$ cat config.mk
export PLATFORM = sky130hd
export DESIGN_NAME = plic_top
export DESIGN_NICKNAME = d
export VERILOG_FILES = /design/src/rtl/axi_cfg_pkg.sv /design/src/rtl/plic_pkg.sv /design/src/rtl/plic_reg_if.sv /design/src/rtl/axi_lite_slave.sv /design/src/rtl/plic_gateway.sv /design/src/rtl/plic_core.sv /design/src/rtl/plic_top.sv
export SDC_FILE = /design/constraint.sdc
export NUM_CORES = 1
export LEC_CHECK = 0
export BUFFER_PORTS_ARGS = -buffer_cell sky130_fd_sc_hd__buf_2
export CORE_UTILIZATION = 40
export CTS_CLUSTER_SIZE = 40
export DETAILED_ROUTE_END_ITERATION = 16
export SLEW_MARGIN = 5
export SYNTH_ARGS = -nofsm -noshare
export SYNTH_HDL_FRONTEND = slang
export SYNTH_HIERARCHICAL = 1
export SYNTH_SLANG_ARGS = --single-unit
$ cat constraint.sdc
create_clock -name S_AXI_ACLK -period 16.1 [get_ports S_AXI_ACLK]
set_input_delay 1.61 -clock S_AXI_ACLK [delete_from_list [all_inputs] [get_ports S_AXI_ACLK]]
set_output_delay 1.61 -clock S_AXI_ACLK [all_outputs]
set_load 0.005 [all_outputs]
$ cat src/rtl/axi_cfg_pkg.sv
`default_nettype none

package axi_cfg_pkg;

    localparam int axi_data_width = 64;
    localparam int axi_strb_width = axi_data_width / 8;
    localparam int axi_lane_width = axi_data_width / 2;

    localparam logic [1:0] axi_resp_okay = 2'b00;

    // two 32-bit lanes, picked by address bit 2
    typedef struct packed {
        logic [axi_lane_width-1:0] hi;
        logic [axi_lane_width-1:0] lo;
    } axi_lanes_t;

    typedef union packed {
        logic [axi_data_width-1:0] word;
        axi_lanes_t                lane;
    } axi_data_t;

endpackage

`default_nettype wire

$ cat src/rtl/plic_pkg.sv
`default_nettype none

package plic_pkg;

    // priority and threshold width
    localparam int prio_width = 3;

    // upper bound for num_sources, one enable word
    localparam int max_sources = 32;

    localparam int reg_width = 32;

    // register map, byte offsets
    // priority of source i sits at off_priority_base + 4*i
    localparam logic [15:0] off_priority_base = 16'h0000;
    localparam logic [15:0] off_pending       = 16'h1000;
    localparam logic [15:0] off_enable        = 16'h2000;
    localparam logic [15:0] off_threshold     = 16'h3000;
    localparam logic [15:0] off_claim         = 16'h3004;

    // source 0 is reserved: never pending, never claimed,
    // its priority and enable bit read as zero

endpackage

`default_nettype wire

$ cat src/rtl/plic_reg_if.sv
`timescale 1ns/1ps
`default_nettype none

interface plic_reg_if #(
    parameter int addr_width = 16
) ();
    import plic_pkg::*;

    logic [addr_width-1:0]  waddr;
    logic [reg_width-1:0]   wdata;
    logic [reg_width/8-1:0] wstrb;
    logic                   wen;
    logic [addr_width-1:0]  raddr;
    logic                   ren;
    logic [reg_width-1:0]   rdata;

    modport bus (output waddr, wdata, wstrb, wen, raddr, ren, input rdata);

    modport regs (input waddr, wdata, wstrb, wen, raddr, ren, output rdata);

endinterface

`default_nettype wire

$ cat src/rtl/axi_lite_slave.sv
`timescale 1ns/1ps
`default_nettype none

module axi_lite_slave #(
    parameter int addr_width = 16
) (
    input  wire                                    S_AXI_ACLK,
    input  wire                                    S_AXI_ARESETN,
    input  wire  [addr_width-1:0]                  awaddr,
    input  wire                                    awvalid,
    output logic                                   awready,
    input  wire  axi_cfg_pkg::axi_data_t           wdata,
    input  wire  [axi_cfg_pkg::axi_strb_width-1:0] wstrb,
    input  wire                                    wvalid,
    output logic                                   wready,
    output logic [1:0]                             bresp,
    output logic                                   bvalid,
    input  wire                                    bready,
    input  wire  [addr_width-1:0]                  araddr,
    input  wire                                    arvalid,
    output logic                                   arready,
    output axi_cfg_pkg::axi_data_t                 rdata,
    output logic [1:0]                             rresp,
    output logic                                   rvalid,
    input  wire                                    rready,
    plic_reg_if.bus                                reg_port
);
    import axi_cfg_pkg::*;
    import plic_pkg::*;

    // shared by both fsms, read side never uses st_data
    localparam logic [1:0] st_idle = 2'd0;
    localparam logic [1:0] st_addr = 2'd1;
    localparam logic [1:0] st_data = 2'd2;
    localparam logic [1:0] st_resp = 2'd3;

    logic [1:0]            wr_state;
    logic [1:0]            rd_state;
    logic [addr_width-1:0] aw_addr_q;
    logic [addr_width-1:0] wr_addr;
    logic                  wr_hi;
    logic [reg_width-1:0]  rd_word;
    logic                  rd_hi;

    assign awready = (wr_state == st_addr);
    // W only with an address on the bus or latched
    assign wready  = (wr_state == st_addr && awvalid) || (wr_state == st_data);
    assign bvalid  = (wr_state == st_resp);
    assign bresp   = axi_resp_okay;

    always_ff @(posedge S_AXI_ACLK) begin
        if (!S_AXI_ARESETN) begin
            wr_state <= st_idle;
        end else begin
            case (wr_state)
                st_idle: wr_state <= st_addr;
                st_addr: begin
                    if (awvalid) begin
                        wr_state <= wvalid ? st_resp : st_data;
                    end
                end
                st_data: begin
                    if (wvalid) begin
                        wr_state <= st_resp;
                    end
                end
                st_resp: begin
                    if (bready) begin
                        wr_state <= st_addr;
                    end
                end
                default: wr_state <= st_idle;
            endcase
        end
    end

    always_ff @(posedge S_AXI_ACLK) begin
        if (awvalid && awready) begin
            aw_addr_q <= awaddr;
        end
    end

    assign wr_addr = (wr_state == st_data) ? aw_addr_q : awaddr;
    assign wr_hi   = wr_addr[2];

    // bit 2 stays in the address, it tells the two registers of a 64-bit word apart
    assign reg_port.waddr = wr_addr;
    assign reg_port.wdata = wr_hi ? wdata.lane.hi : wdata.lane.lo;
    assign reg_port.wstrb = wr_hi ? wstrb[axi_strb_width-1 -: reg_width/8]
                                  : wstrb[reg_width/8-1:0];
    assign reg_port.wen   = wvalid && wready;

    assign arready = (rd_state == st_addr);
    assign rvalid  = (rd_state == st_resp);
    assign rresp   = axi_resp_okay;

    always_ff @(posedge S_AXI_ACLK) begin
        if (!S_AXI_ARESETN) begin
            rd_state <= st_idle;
        end else begin
            case (rd_state)
                st_idle: rd_state <= st_addr;
                st_addr: begin
                    if (arvalid) begin
                        rd_state <= st_resp;
                    end
                end
                st_resp: begin
                    if (rready) begin
                        rd_state <= st_addr;
                    end
                end
                default: rd_state <= st_idle;
            endcase
        end
    end

    assign reg_port.raddr = araddr;
    assign reg_port.ren   = arvalid && arready;

    // core read data is combinational, capture at the AR handshake
    always_ff @(posedge S_AXI_ACLK) begin
        if (reg_port.ren) begin
            rd_word <= reg_port.rdata;
            rd_hi   <= araddr[2];
        end
    end

    always_comb begin
        rdata = '0;
        if (rd_hi) begin
            rdata.lane.hi = rd_word;
        end else begin
            rdata.lane.lo = rd_word;
        end
    end

    a_bvalid_hold: assert property (@(posedge S_AXI_ACLK) disable iff (!S_AXI_ARESETN)
        bvalid && !bready |=> bvalid);

    a_rdata_stable: assert property (@(posedge S_AXI_ACLK) disable iff (!S_AXI_ARESETN)
        rvalid && !rready |=> rvalid && $stable(rdata));

endmodule

`default_nettype wire

$ cat src/rtl/plic_gateway.sv
`timescale 1ns/1ps
`default_nettype none

module plic_gateway #(
    parameter int num_sources = 8
) (
    input  wire                    S_AXI_ACLK,
    input  wire                    S_AXI_ARESETN,
    input  wire [num_sources-1:0]  sources,
    input  wire [num_sources-1:0]  claim_onehot,
    input  wire [num_sources-1:0]  complete_onehot,
    output logic [num_sources-1:0] pending
);

    // source 0 reserved
    localparam logic [num_sources-1:0] src_mask = ~num_sources'(1);

    logic [num_sources-1:0] in_service;
    logic [num_sources-1:0] new_req;

    // level sources, a new request only once the previous one is done
    assign new_req = sources & ~pending & ~in_service & src_mask;

    always_ff @(posedge S_AXI_ACLK) begin
        if (!S_AXI_ARESETN) begin
            pending    <= '0;
            in_service <= '0;
        end else begin
            pending    <= (pending | new_req) & ~claim_onehot;
            // claim moves pending -> in service
            in_service <= (in_service | (claim_onehot & pending)) & ~complete_onehot;
        end
    end

endmodule

`default_nettype wire

$ cat src/rtl/plic_core.sv
`timescale 1ns/1ps
`default_nettype none

module plic_core #(
    parameter int addr_width  = 16,
    parameter int num_sources = 8
) (
    input  wire                   S_AXI_ACLK,
    input  wire                   S_AXI_ARESETN,
    input  wire [num_sources-1:0] sources,
    plic_reg_if.regs              reg_port,
    output logic                  irq_valid
);
    import plic_pkg::*;

    localparam int id_width = $clog2(num_sources);
    localparam logic [num_sources-1:0] src_mask = ~num_sources'(1);

    localparam logic [addr_width-1:0] a_prio_base = addr_width'(off_priority_base);
    localparam logic [addr_width-1:0] a_pending   = addr_width'(off_pending);
    localparam logic [addr_width-1:0] a_enable    = addr_width'(off_enable);
    localparam logic [addr_width-1:0] a_threshold = addr_width'(off_threshold);
    localparam logic [addr_width-1:0] a_claim     = addr_width'(off_claim);

    logic [prio_width-1:0]  prio [num_sources];
    logic [num_sources-1:0] enable;
    logic [prio_width-1:0]  threshold;
    logic [num_sources-1:0] pending;
    logic [num_sources-1:0] claim_onehot;
    logic [num_sources-1:0] complete_onehot;
    logic [addr_width-1:0]  w_prio_off;
    logic [addr_width-1:0]  r_prio_off;
    logic                   w_prio_hit;
    logic                   r_prio_hit;
    logic [id_width-1:0]    w_prio_idx;
    logic [id_width-1:0]    r_prio_idx;
    logic [reg_width-1:0]   en_merged;
    logic [id_width-1:0]    best_id;
    logic [prio_width-1:0]  best_prio;
    logic                   claim_rd;
    logic                   cpl_wr;

    initial assert (num_sources > 1 && num_sources <= max_sources)
        else $fatal(1, "num_sources out of range");

    assign w_prio_off = reg_port.waddr - a_prio_base;
    assign r_prio_off = reg_port.raddr - a_prio_base;
    assign w_prio_hit = (w_prio_off[1:0] == 2'b00) && ((w_prio_off >> 2) < addr_width'(num_sources));
    assign r_prio_hit = (r_prio_off[1:0] == 2'b00) && ((r_prio_off >> 2) < addr_width'(num_sources));
    assign w_prio_idx = w_prio_off[2 +: id_width];
    assign r_prio_idx = r_prio_off[2 +: id_width];

    // byte-strobe merge for the enable word
    always_comb begin
        en_merged = reg_width'(enable);
        for (int b = 0; b < reg_width / 8; b++) begin
            if (reg_port.wstrb[b]) begin
                en_merged[8*b +: 8] = reg_port.wdata[8*b +: 8];
            end
        end
    end

    always_ff @(posedge S_AXI_ACLK) begin
        if (!S_AXI_ARESETN) begin
            for (int i = 0; i < num_sources; i++) begin
                prio[i] <= '0;
            end
            enable    <= '0;
            threshold <= '0;
        end else if (reg_port.wen) begin
            // priority and threshold live in byte 0
            if (w_prio_hit && w_prio_idx != '0 && reg_port.wstrb[0]) begin
                prio[w_prio_idx] <= reg_port.wdata[prio_width-1:0];
            end
            if (reg_port.waddr == a_enable) begin
                enable <= en_merged[num_sources-1:0] & src_mask;
            end
            if (reg_port.waddr == a_threshold && reg_port.wstrb[0]) begin
                threshold <= reg_port.wdata[prio_width-1:0];
            end
        end
    end

    // strict compare keeps the lower id on ties, and must beat the threshold
    always_comb begin
        best_id   = '0;
        best_prio = threshold;
        for (int i = 1; i < num_sources; i++) begin
            if (pending[i] && enable[i] && prio[i] > best_prio) begin
                best_id   = id_width'(i);
                best_prio = prio[i];
            end
        end
    end

    assign claim_rd = reg_port.ren && (reg_port.raddr == a_claim);
    assign cpl_wr   = reg_port.wen && (reg_port.waddr == a_claim)
                      && (reg_port.wdata < reg_width'(num_sources));

    assign claim_onehot    = claim_rd ? (num_sources'(1) << best_id) & src_mask : '0;
    assign complete_onehot = cpl_wr ? num_sources'(1) << reg_port.wdata[id_width-1:0] : '0;

    plic_gateway #(
        .num_sources(num_sources)
    ) u_gateway (
        .S_AXI_ACLK     (S_AXI_ACLK),
        .S_AXI_ARESETN  (S_AXI_ARESETN),
        .sources        (sources),
        .claim_onehot   (claim_onehot),
        .complete_onehot(complete_onehot),
        .pending        (pending)
    );

    always_comb begin
        reg_port.rdata = '0;
        if (r_prio_hit) begin
            reg_port.rdata = reg_width'(prio[r_prio_idx]);
        end else if (reg_port.raddr == a_pending) begin
            reg_port.rdata = reg_width'(pending);
        end else if (reg_port.raddr == a_enable) begin
            reg_port.rdata = reg_width'(enable);
        end else if (reg_port.raddr == a_threshold) begin
            reg_port.rdata = reg_width'(threshold);
        end else if (reg_port.raddr == a_claim) begin
            reg_port.rdata = reg_width'(best_id);
        end
    end

    always_ff @(posedge S_AXI_ACLK) begin
        if (!S_AXI_ARESETN) begin
            irq_valid <= 1'b0;
        end else begin
            irq_valid <= (best_id != '0);
        end
    end

    a_claim_id_range: assert property (@(posedge S_AXI_ACLK) disable iff (!S_AXI_ARESETN)
        claim_rd |-> reg_port.rdata < reg_width'(num_sources));

endmodule

`default_nettype wire

$ cat src/rtl/plic_top.sv
`timescale 1ns/1ps
`default_nettype none

module plic_top #(
    parameter int addr_width  = 16,
    parameter int num_sources = 8
) (
    input  wire                                   S_AXI_ACLK,
    input  wire                                   S_AXI_ARESETN,
    input  wire [addr_width-1:0]                  S_AXI_AWADDR,
    input  wire [2:0]                             S_AXI_AWPROT,
    input  wire                                   S_AXI_AWVALID,
    output wire                                   S_AXI_AWREADY,
    input  wire [axi_cfg_pkg::axi_data_width-1:0] S_AXI_WDATA,
    input  wire [axi_cfg_pkg::axi_strb_width-1:0] S_AXI_WSTRB,
    input  wire                                   S_AXI_WVALID,
    output wire                                   S_AXI_WREADY,
    output wire [1:0]                             S_AXI_BRESP,
    output wire                                   S_AXI_BVALID,
    input  wire                                   S_AXI_BREADY,
    input  wire [addr_width-1:0]                  S_AXI_ARADDR,
    input  wire [2:0]                             S_AXI_ARPROT,
    input  wire                                   S_AXI_ARVALID,
    output wire                                   S_AXI_ARREADY,
    output wire [axi_cfg_pkg::axi_data_width-1:0] S_AXI_RDATA,
    output wire [1:0]                             S_AXI_RRESP,
    output wire                                   S_AXI_RVALID,
    input  wire                                   S_AXI_RREADY,
    input  wire [num_sources-1:0]                 irq_sources,
    output wire                                   irq_valid
);

    plic_reg_if #(.addr_width(addr_width)) reg_bus ();

    // AWPROT and ARPROT are accepted but carry no meaning here
    axi_lite_slave #(
        .addr_width(addr_width)
    ) u_slave (
        .S_AXI_ACLK   (S_AXI_ACLK),
        .S_AXI_ARESETN(S_AXI_ARESETN),
        .awaddr       (S_AXI_AWADDR),
        .awvalid      (S_AXI_AWVALID),
        .awready      (S_AXI_AWREADY),
        .wdata        (S_AXI_WDATA),
        .wstrb        (S_AXI_WSTRB),
        .wvalid       (S_AXI_WVALID),
        .wready       (S_AXI_WREADY),
        .bresp        (S_AXI_BRESP),
        .bvalid       (S_AXI_BVALID),
        .bready       (S_AXI_BREADY),
        .araddr       (S_AXI_ARADDR),
        .arvalid      (S_AXI_ARVALID),
        .arready      (S_AXI_ARREADY),
        .rdata        (S_AXI_RDATA),
        .rresp        (S_AXI_RRESP),
        .rvalid       (S_AXI_RVALID),
        .rready       (S_AXI_RREADY),
        .reg_port     (reg_bus.bus)
    );

    plic_core #(
        .addr_width (addr_width),
        .num_sources(num_sources)
    ) u_core (
        .S_AXI_ACLK   (S_AXI_ACLK),
        .S_AXI_ARESETN(S_AXI_ARESETN),
        .sources      (irq_sources),
        .reg_port     (reg_bus.regs),
        .irq_valid    (irq_valid)
    );

endmodule

`default_nettype wire

==> impl_metrics.ini, run 1 <==
[outcome]
outcome = finished, final reports clean

[clock_tree]
clkLatencyLatePin_ps = 350
cts_sinks = 103
post_cts_resized = 0
clockBufferDepth = 2
clk_transition_reported_paths_ps = 70
clock_tree_from_tritoncts = built
cts-hold-fix-buffers = 0
post_cts.repair.setup_buffers = 0
tritoncts.num_buffers = 9
cts_max_level = 3
clockRootBuffer = clkbuf_16

[detailed_routing]
dr.pass1.iters = 6
detail-route-antenna-nets = 0
initial_drc_count = 160
postRouteWirelength_mm = 14.9
met2_wirelength_mm = 7.35
highest-signal-layer = met4
detail_route.wirelength.met1_mm = 6.56
post_drt_via_cell_ratio = 4.95
detailed_route_drc_error_count = 0
detailroute.wirelength.met3_um = 737
via_count = 4934
detail_route.wl_per_cell_um = 14.9

[floorplanning]
rows = 47
dieHeight_um = 132
chip_width_um = 132
initial_utilization_pct = 40.8
core-area_mm2 = 0.0165
ios = 199
floorplan.die_area_mm2 = 0.0173

[timing]
final.min_clock_period_ps = 10460
fin_worst_hold_slack_ps = 499
setup_tns_ps = 0
final-hold-violation-count = 0
setup_repair_after_global_routing_missed_its_margin = false
fin_worst_skew_ps = 9.32
fmax_mhz = 95.6
timing.slew.headroom_pct = 40.0
setup_viol_count_final = 0
finalCritPeriodShare_pct = 65.0
report.final.slew_viol_count = 0
worst_slew_pin_slew_ps = 900

[critical_path]
r2r_start = u_core/prio[1][2]$_SDFFCE_PN0P_
crit_fanout = 12
worst_path_most_repeated_cell = nor2_1
setup.worst_path.end_class = register
crit_family = compound AO/OA/AOI/OAI gates
critPathSlowestCell = edfxtp_1
crit-reg2reg-capture = u_core/u_gateway/in_service[2]$_SDFF_PN0_
classification_of_the_worst_setup_path = reg -> reg
worst-r2r-setup-slack_ps = 5640
cp_slowest_stage_delay_ps = 500
worstRegToRegCells = 44
critical_path_required_ps = 16380
critical_path.startpoint_type = register
arr_time_crit_path_ps = 10750
timing.critical_path.buf_inv = 0

[pwr]
clock_network_fraction_of_total_power_pct = 31.2
power.share.sequential_pct = 46.5
share_comb_of_total_power_pct = 22.3
netSwitchingPower_w = 0.000176
cell_internal_pwr_w = 0.000496
cellLeakagePower_nw = 3.39
power_density_mw_per_mm2 = 85.6
worst_ir_drop_vdd_uv = 60.5
power_switching_share_pct = 26.2

[cells_and_area]
n_antenna_cell = 0
layout_commonest_cell = buf_2
most_frequent_cells_in_the_layout = buf_2 (181), edfxtp_1 (73), and2_1 (58), nor2b_1 (42), nor2_1 (36)
final_net_count = 913
syn_to_final_growth_pct = 16.8
drive_gt1_share_pct = 36.2

[min_path]
worstHoldStart = u_slave/rd_state[0]$_SDFFE_PN0P_
hold_end = u_slave/rd_state[1]$_SDFFE_PN0P_
worstHoldPathCells = 1
hold_class = reg -> reg

[global_routing]
via_count_of_the_first_global_routing_pass = 4865
global_route.usage.total_pct = 17.4
wire_length_of_the_first_global_routing_pass_mm = 24.0
antenna_found_initial = 0
pin_count_of_the_biggest_net_entering_global_routing = 65
total_gr_overflow = 0

[yosys]
synth_cells = 614
synthesis.area_per_instance_um2 = 10.9
yosysWarningCount = 6
synth.cell_area_mm2 = 0.00672

[placed_design]
placement.io_buffers = 181
finalWeightedCongestion = 0.781
place.detailed.hpwl_mm = 11.8

[flow_run]
max-cap-violations = 0
## flip-flops by register name (all words and copies together) (netlist names)
signal / cells
u_slave/wr_state: 2
u_slave/aw_addr_q: 16
u_core/u_gateway/in_service: 7
u_slave/rd_word: 32
u_core/u_gateway/pending: 8
u_slave/rd_state: 2
u_core/enable: 7
u_core/prio: 24
u_core/irq_valid: 1
u_slave/rd_hi: 1
u_core/threshold: 3
## worst reg2reg max path: cells and delay by family (launching register included)
kind | cells | cell delay [ps]
flops | 1 | 500
compound gates | 14 | 3470
simple gates | 19 | 3020
fa+ha+maj | 7 | 2080
mux | 4 | 1340
## area by class of cell
class                   count  area (um2)
repair buffers            184         928
well taps                 220         275
inverters                  29         109
multi-input cells         445        3460
clock inverters             4        30.0
clock buffers              12         258
fillers                  1561        8620
flip-flops and latches    103        2790
## power groups by stage
| stage | Combinational (W) | Clock, W | Sequential [W] |
|---|---|---|---|
| after detailed placement | 0.000150 | 0 | 0.000318 |
| after CTS | 0.000151 | 0.000216 | 0.000312 |
| after global placement | 0.000146 | 0 | 0.000317 |
| after global routing | 0.000164 | 0.000226 | 0.000315 |
| after floorplan | 0.000124 | 0 | 0.000314 |
| final | 0.000150 | 0.000210 | 0.000312 |
## worst max-delay path by stage
stage,start,endpoint,slack (ps),cells past startpoint
after floorplan,u_core/prio[1][1]$_SDFFCE_PN0P_,u_core/u_gateway/in_service[2]$_SDFF_PN0_,7010,46
after global placement,u_core/threshold[2]$_SDFFE_PN0P_,u_core/u_gateway/in_service[2]$_SDFF_PN0_,5830,45
after detailed placement,u_core/prio[1][2]$_SDFFCE_PN0P_,u_core/u_gateway/in_service[2]$_SDFF_PN0_,5750,44
after CTS,u_core/threshold[2]$_SDFFE_PN0P_,u_core/u_gateway/in_service[2]$_SDFF_PN0_,5700,45
after global routing,u_core/threshold[2]$_SDFFE_PN0P_,u_core/u_gateway/in_service[2]$_SDFF_PN0_,4730,45
final,u_core/prio[1][2]$_SDFFCE_PN0P_,u_core/u_gateway/in_service[2]$_SDFF_PN0_,5640,44
## stage by stage
stage	worst slack, ps	std cells	util [%]	power, W	instance area [um2]
3_3_place_gp	5830	981	45.9	0.000464	7560
5_1_grt	4730	997	47.7	0.000705	7850
4_1_cts	5700	997	47.7	0.000680	7850
6_report	5640	997	47.7	0.000672	7850
3_5_place_dp	5750	981	45.9	0.000469	7560
2_1_floorplan	7010	644	-	0.000438	6830
## routing by layer
metal  up-vias  track usage [%]
met5         -                0
met4         0             5.56
met3        20             2.74
met2       164             31.8
met1      2281             20.6
li1       2469                -
No activity file was read; power rests on OpenSTA's default activity.
==> inputs of run 2 (changes only) <==
Settings changed: ABC_AREA set to 1.
Clock period 16.1 ns to 10.3 ns, I/O delays scaled along.
==> run 2 against run 1 <==
Clock power grew 67%. Flip-flop and latch count unchanged. Count of clock-buffer cells in the layout shrank 2. Hold slack got worse by 59 ps. Routed wire length up 5.1%.
==> impl_metrics.ini, run 2 <==
[timing]
final.min_clock_period_ps = 8320
timing.slew.headroom_pct = 47.3
fin_worst_skew_ps = 14.4
fmax_mhz = 120
worst_slew_pin_slew_ps = 790
finalCritPeriodShare_pct = 80.7
setup_repair_after_global_routing_missed_its_margin = false
fin_worst_hold_slack_ps = 440
final-hold-violation-count = 0
setup_tns_ps = 0
setup_viol_count_final = 0
report.final.slew_viol_count = 0

[cells_and_area]
most_frequent_cells_in_the_layout = nand2_1 (270), buf_2 (181), inv_1 (161), nor2_1 (106), edfxtp_1 (73)
max_ffs_per_register = 32
n_antenna_cell = 0
final_cells = 1328
final-seq-area_mm2 = 0.00279
final_net_count = 1244
multi_input_comb_area_mm2 = 0.00311
syn_to_final_growth_pct = 16.5
drive_gt1_share_pct = 23.2
final_layout_fill_cell_count = 1729
layout.cell_area.non_filler_mm2 = 0.00804
layout_commonest_cell = nand2_1
layout_top_registers = u_slave/rd_word: 32 flops, u_core/prio: 24 flops, u_slave/aw_addr_q: 16 flops
register_with_the_most_flip_flops = u_slave/rd_word

[global_routing]
via_count_of_the_first_global_routing_pass = 5496
global_route.usage.total_pct = 18.1
pin_count_of_the_biggest_net_entering_global_routing = 65
total_gr_overflow = 0
wire_length_of_the_first_global_routing_pass_mm = 25.8
antenna_found_initial = 0

[yosys]
synthesis.area_per_instance_um2 = 7.29
synth_cells = 947
yosysWarningCount = 6
synth.cell_area_mm2 = 0.00690

[placed_design]
place.detailed.hpwl_mm = 12.5
placement.io_buffers = 181
place_area_mm2 = 0.00773
placed_insts = 1312
finalWeightedCongestion = 0.823

[detailed_routing]
detail-route-antenna-nets = 0
detailed_route_drc_error_count = 0
detail_route.wl_per_cell_um = 11.8
post_drt_via_cell_ratio = 4.47
via_count = 5932
postRouteWirelength_mm = 15.7
initial_drc_count = 241
dr.pass1.iters = 4

[clock_tree]
cts-hold-fix-buffers = 0
clock_tree_from_tritoncts = built
clkLatencyLatePin_ps = 360
post_cts_resized = 0
cts_max_level = 3
post_cts.repair.setup_buffers = 0
tritoncts.num_buffers = 9
clockBufferDepth = 2
clockRootBuffer = clkbuf_16
cts_sinks = 103
clk_transition_reported_paths_ps = 70

[critical_path]
cp_slowest_stage_delay_ps = 430
classification_of_the_worst_setup_path = reg -> reg
critPathSlowestCell = dfxtp_1
setup.worst_path.end_class = register
worst_path_most_repeated_cell = o21ai_0
worst-r2r-setup-slack_ps = 1980
critical_path.startpoint_type = register
arr_time_crit_path_ps = 8560
critical_path_required_ps = 10540
worstRegToRegCells = 54
r2r_start = u_core/threshold[2]$_SDFFE_PN0P_
crit_fanout = 8
crit-reg2reg-capture = u_core/u_gateway/pending[3]$_SDFF_PN0_

[floorplanning]
chip_width_um = 133
initial_utilization_pct = 41.3
core-area_mm2 = 0.0167
dieHeight_um = 133
floorplan.die_area_mm2 = 0.0178
ios = 199
rows = 47

[pwr]
cellLeakagePower_nw = 4.22
worst_ir_drop_vdd_uv = 112
power_density_mw_per_mm2 = 137
total_power_w = 0.00110

[min_path]
hold_class = reg -> reg
worstHoldPathCells = 2
hold_end = u_core/u_gateway/pending[0]$_SDFF_PN0_
worstHoldStart = u_core/u_gateway/pending[0]$_SDFF_PN0_

[flow_run]
max-cap-violations = 0

[outcome]
outcome = finished, final reports clean
==> run 2: cell type report <==
cell class	instances	area share, %
Clock buffer	10	2.85
Clock inverter	6	1.01
Inverter	168	7.91
Multi-Input combinational cell	638	38.6
Sequential cell	103	34.7
Tap cell	220	3.42
Timing Repair Buffer	183	11.5
==> run 2: per-layer routing <==
metal  share of wire (%)  global-route usage (%)  up-vias
met5                   0                       0        -
met4                 1.3                    4.73        0
met3                 6.1                    4.41       12
met2                  45                    30.1      180
met1                  47                    23.6     2524
li1                    -                       -     3216
==> run 2: power by group <==
| group | switching (W) | internal (W) | total, W |
|---|---|---|---|
| Sequential | 0.0000141 | 0.000473 | 0.000487 |
| Clock | 0.000158 | 0.000193 | 0.000350 |
| Combinational | 0.000176 | 0.0000857 | 0.000261 |
==> run 2: worst max path at each step <==
stage	start	end	slack, ps
2_1_floorplan	u_core/threshold[2]$_SDFFE_PN0P_	u_core/u_gateway/in_service[4]$_SDFF_PN0_	3090
4_1_cts	u_core/threshold[2]$_SDFFE_PN0P_	u_core/u_gateway/pending[6]$_SDFF_PN0_	1960
6_report	u_core/threshold[2]$_SDFFE_PN0P_	u_core/u_gateway/pending[3]$_SDFF_PN0_	1980
3_3_place_gp	u_core/threshold[2]$_SDFFE_PN0P_	u_core/u_gateway/in_service[2]$_SDFF_PN0_	2090
3_5_place_dp	u_core/threshold[2]$_SDFFE_PN0P_	u_core/u_gateway/pending[3]$_SDFF_PN0_	2030
5_1_grt	u_core/threshold[2]$_SDFFE_PN0P_	u_core/u_gateway/in_service[4]$_SDFF_PN0_	1070
==> run 2: critical path: cells and delay by family (launching register included) <==
| kind | cells | cell delay (ps) |
|---|---|---|
| flops | 1 | 430 |
| fa+ha+maj | 7 | 2140 |
| compound gates | 11 | 1890 |
| simple gates | 31 | 3300 |
| buf+inv | 5 | 440 |
==> run 2: through the flow <==
step / worst slack, ps / utilization, %
2_1_floorplan: 3090 / -
3_3_place_gp: 2090 / 46.3
3_5_place_dp: 2030 / 46.3
4_1_cts: 1960 / 48.1
5_1_grt: 1070 / 48.1
6_report: 1980 / 48.1
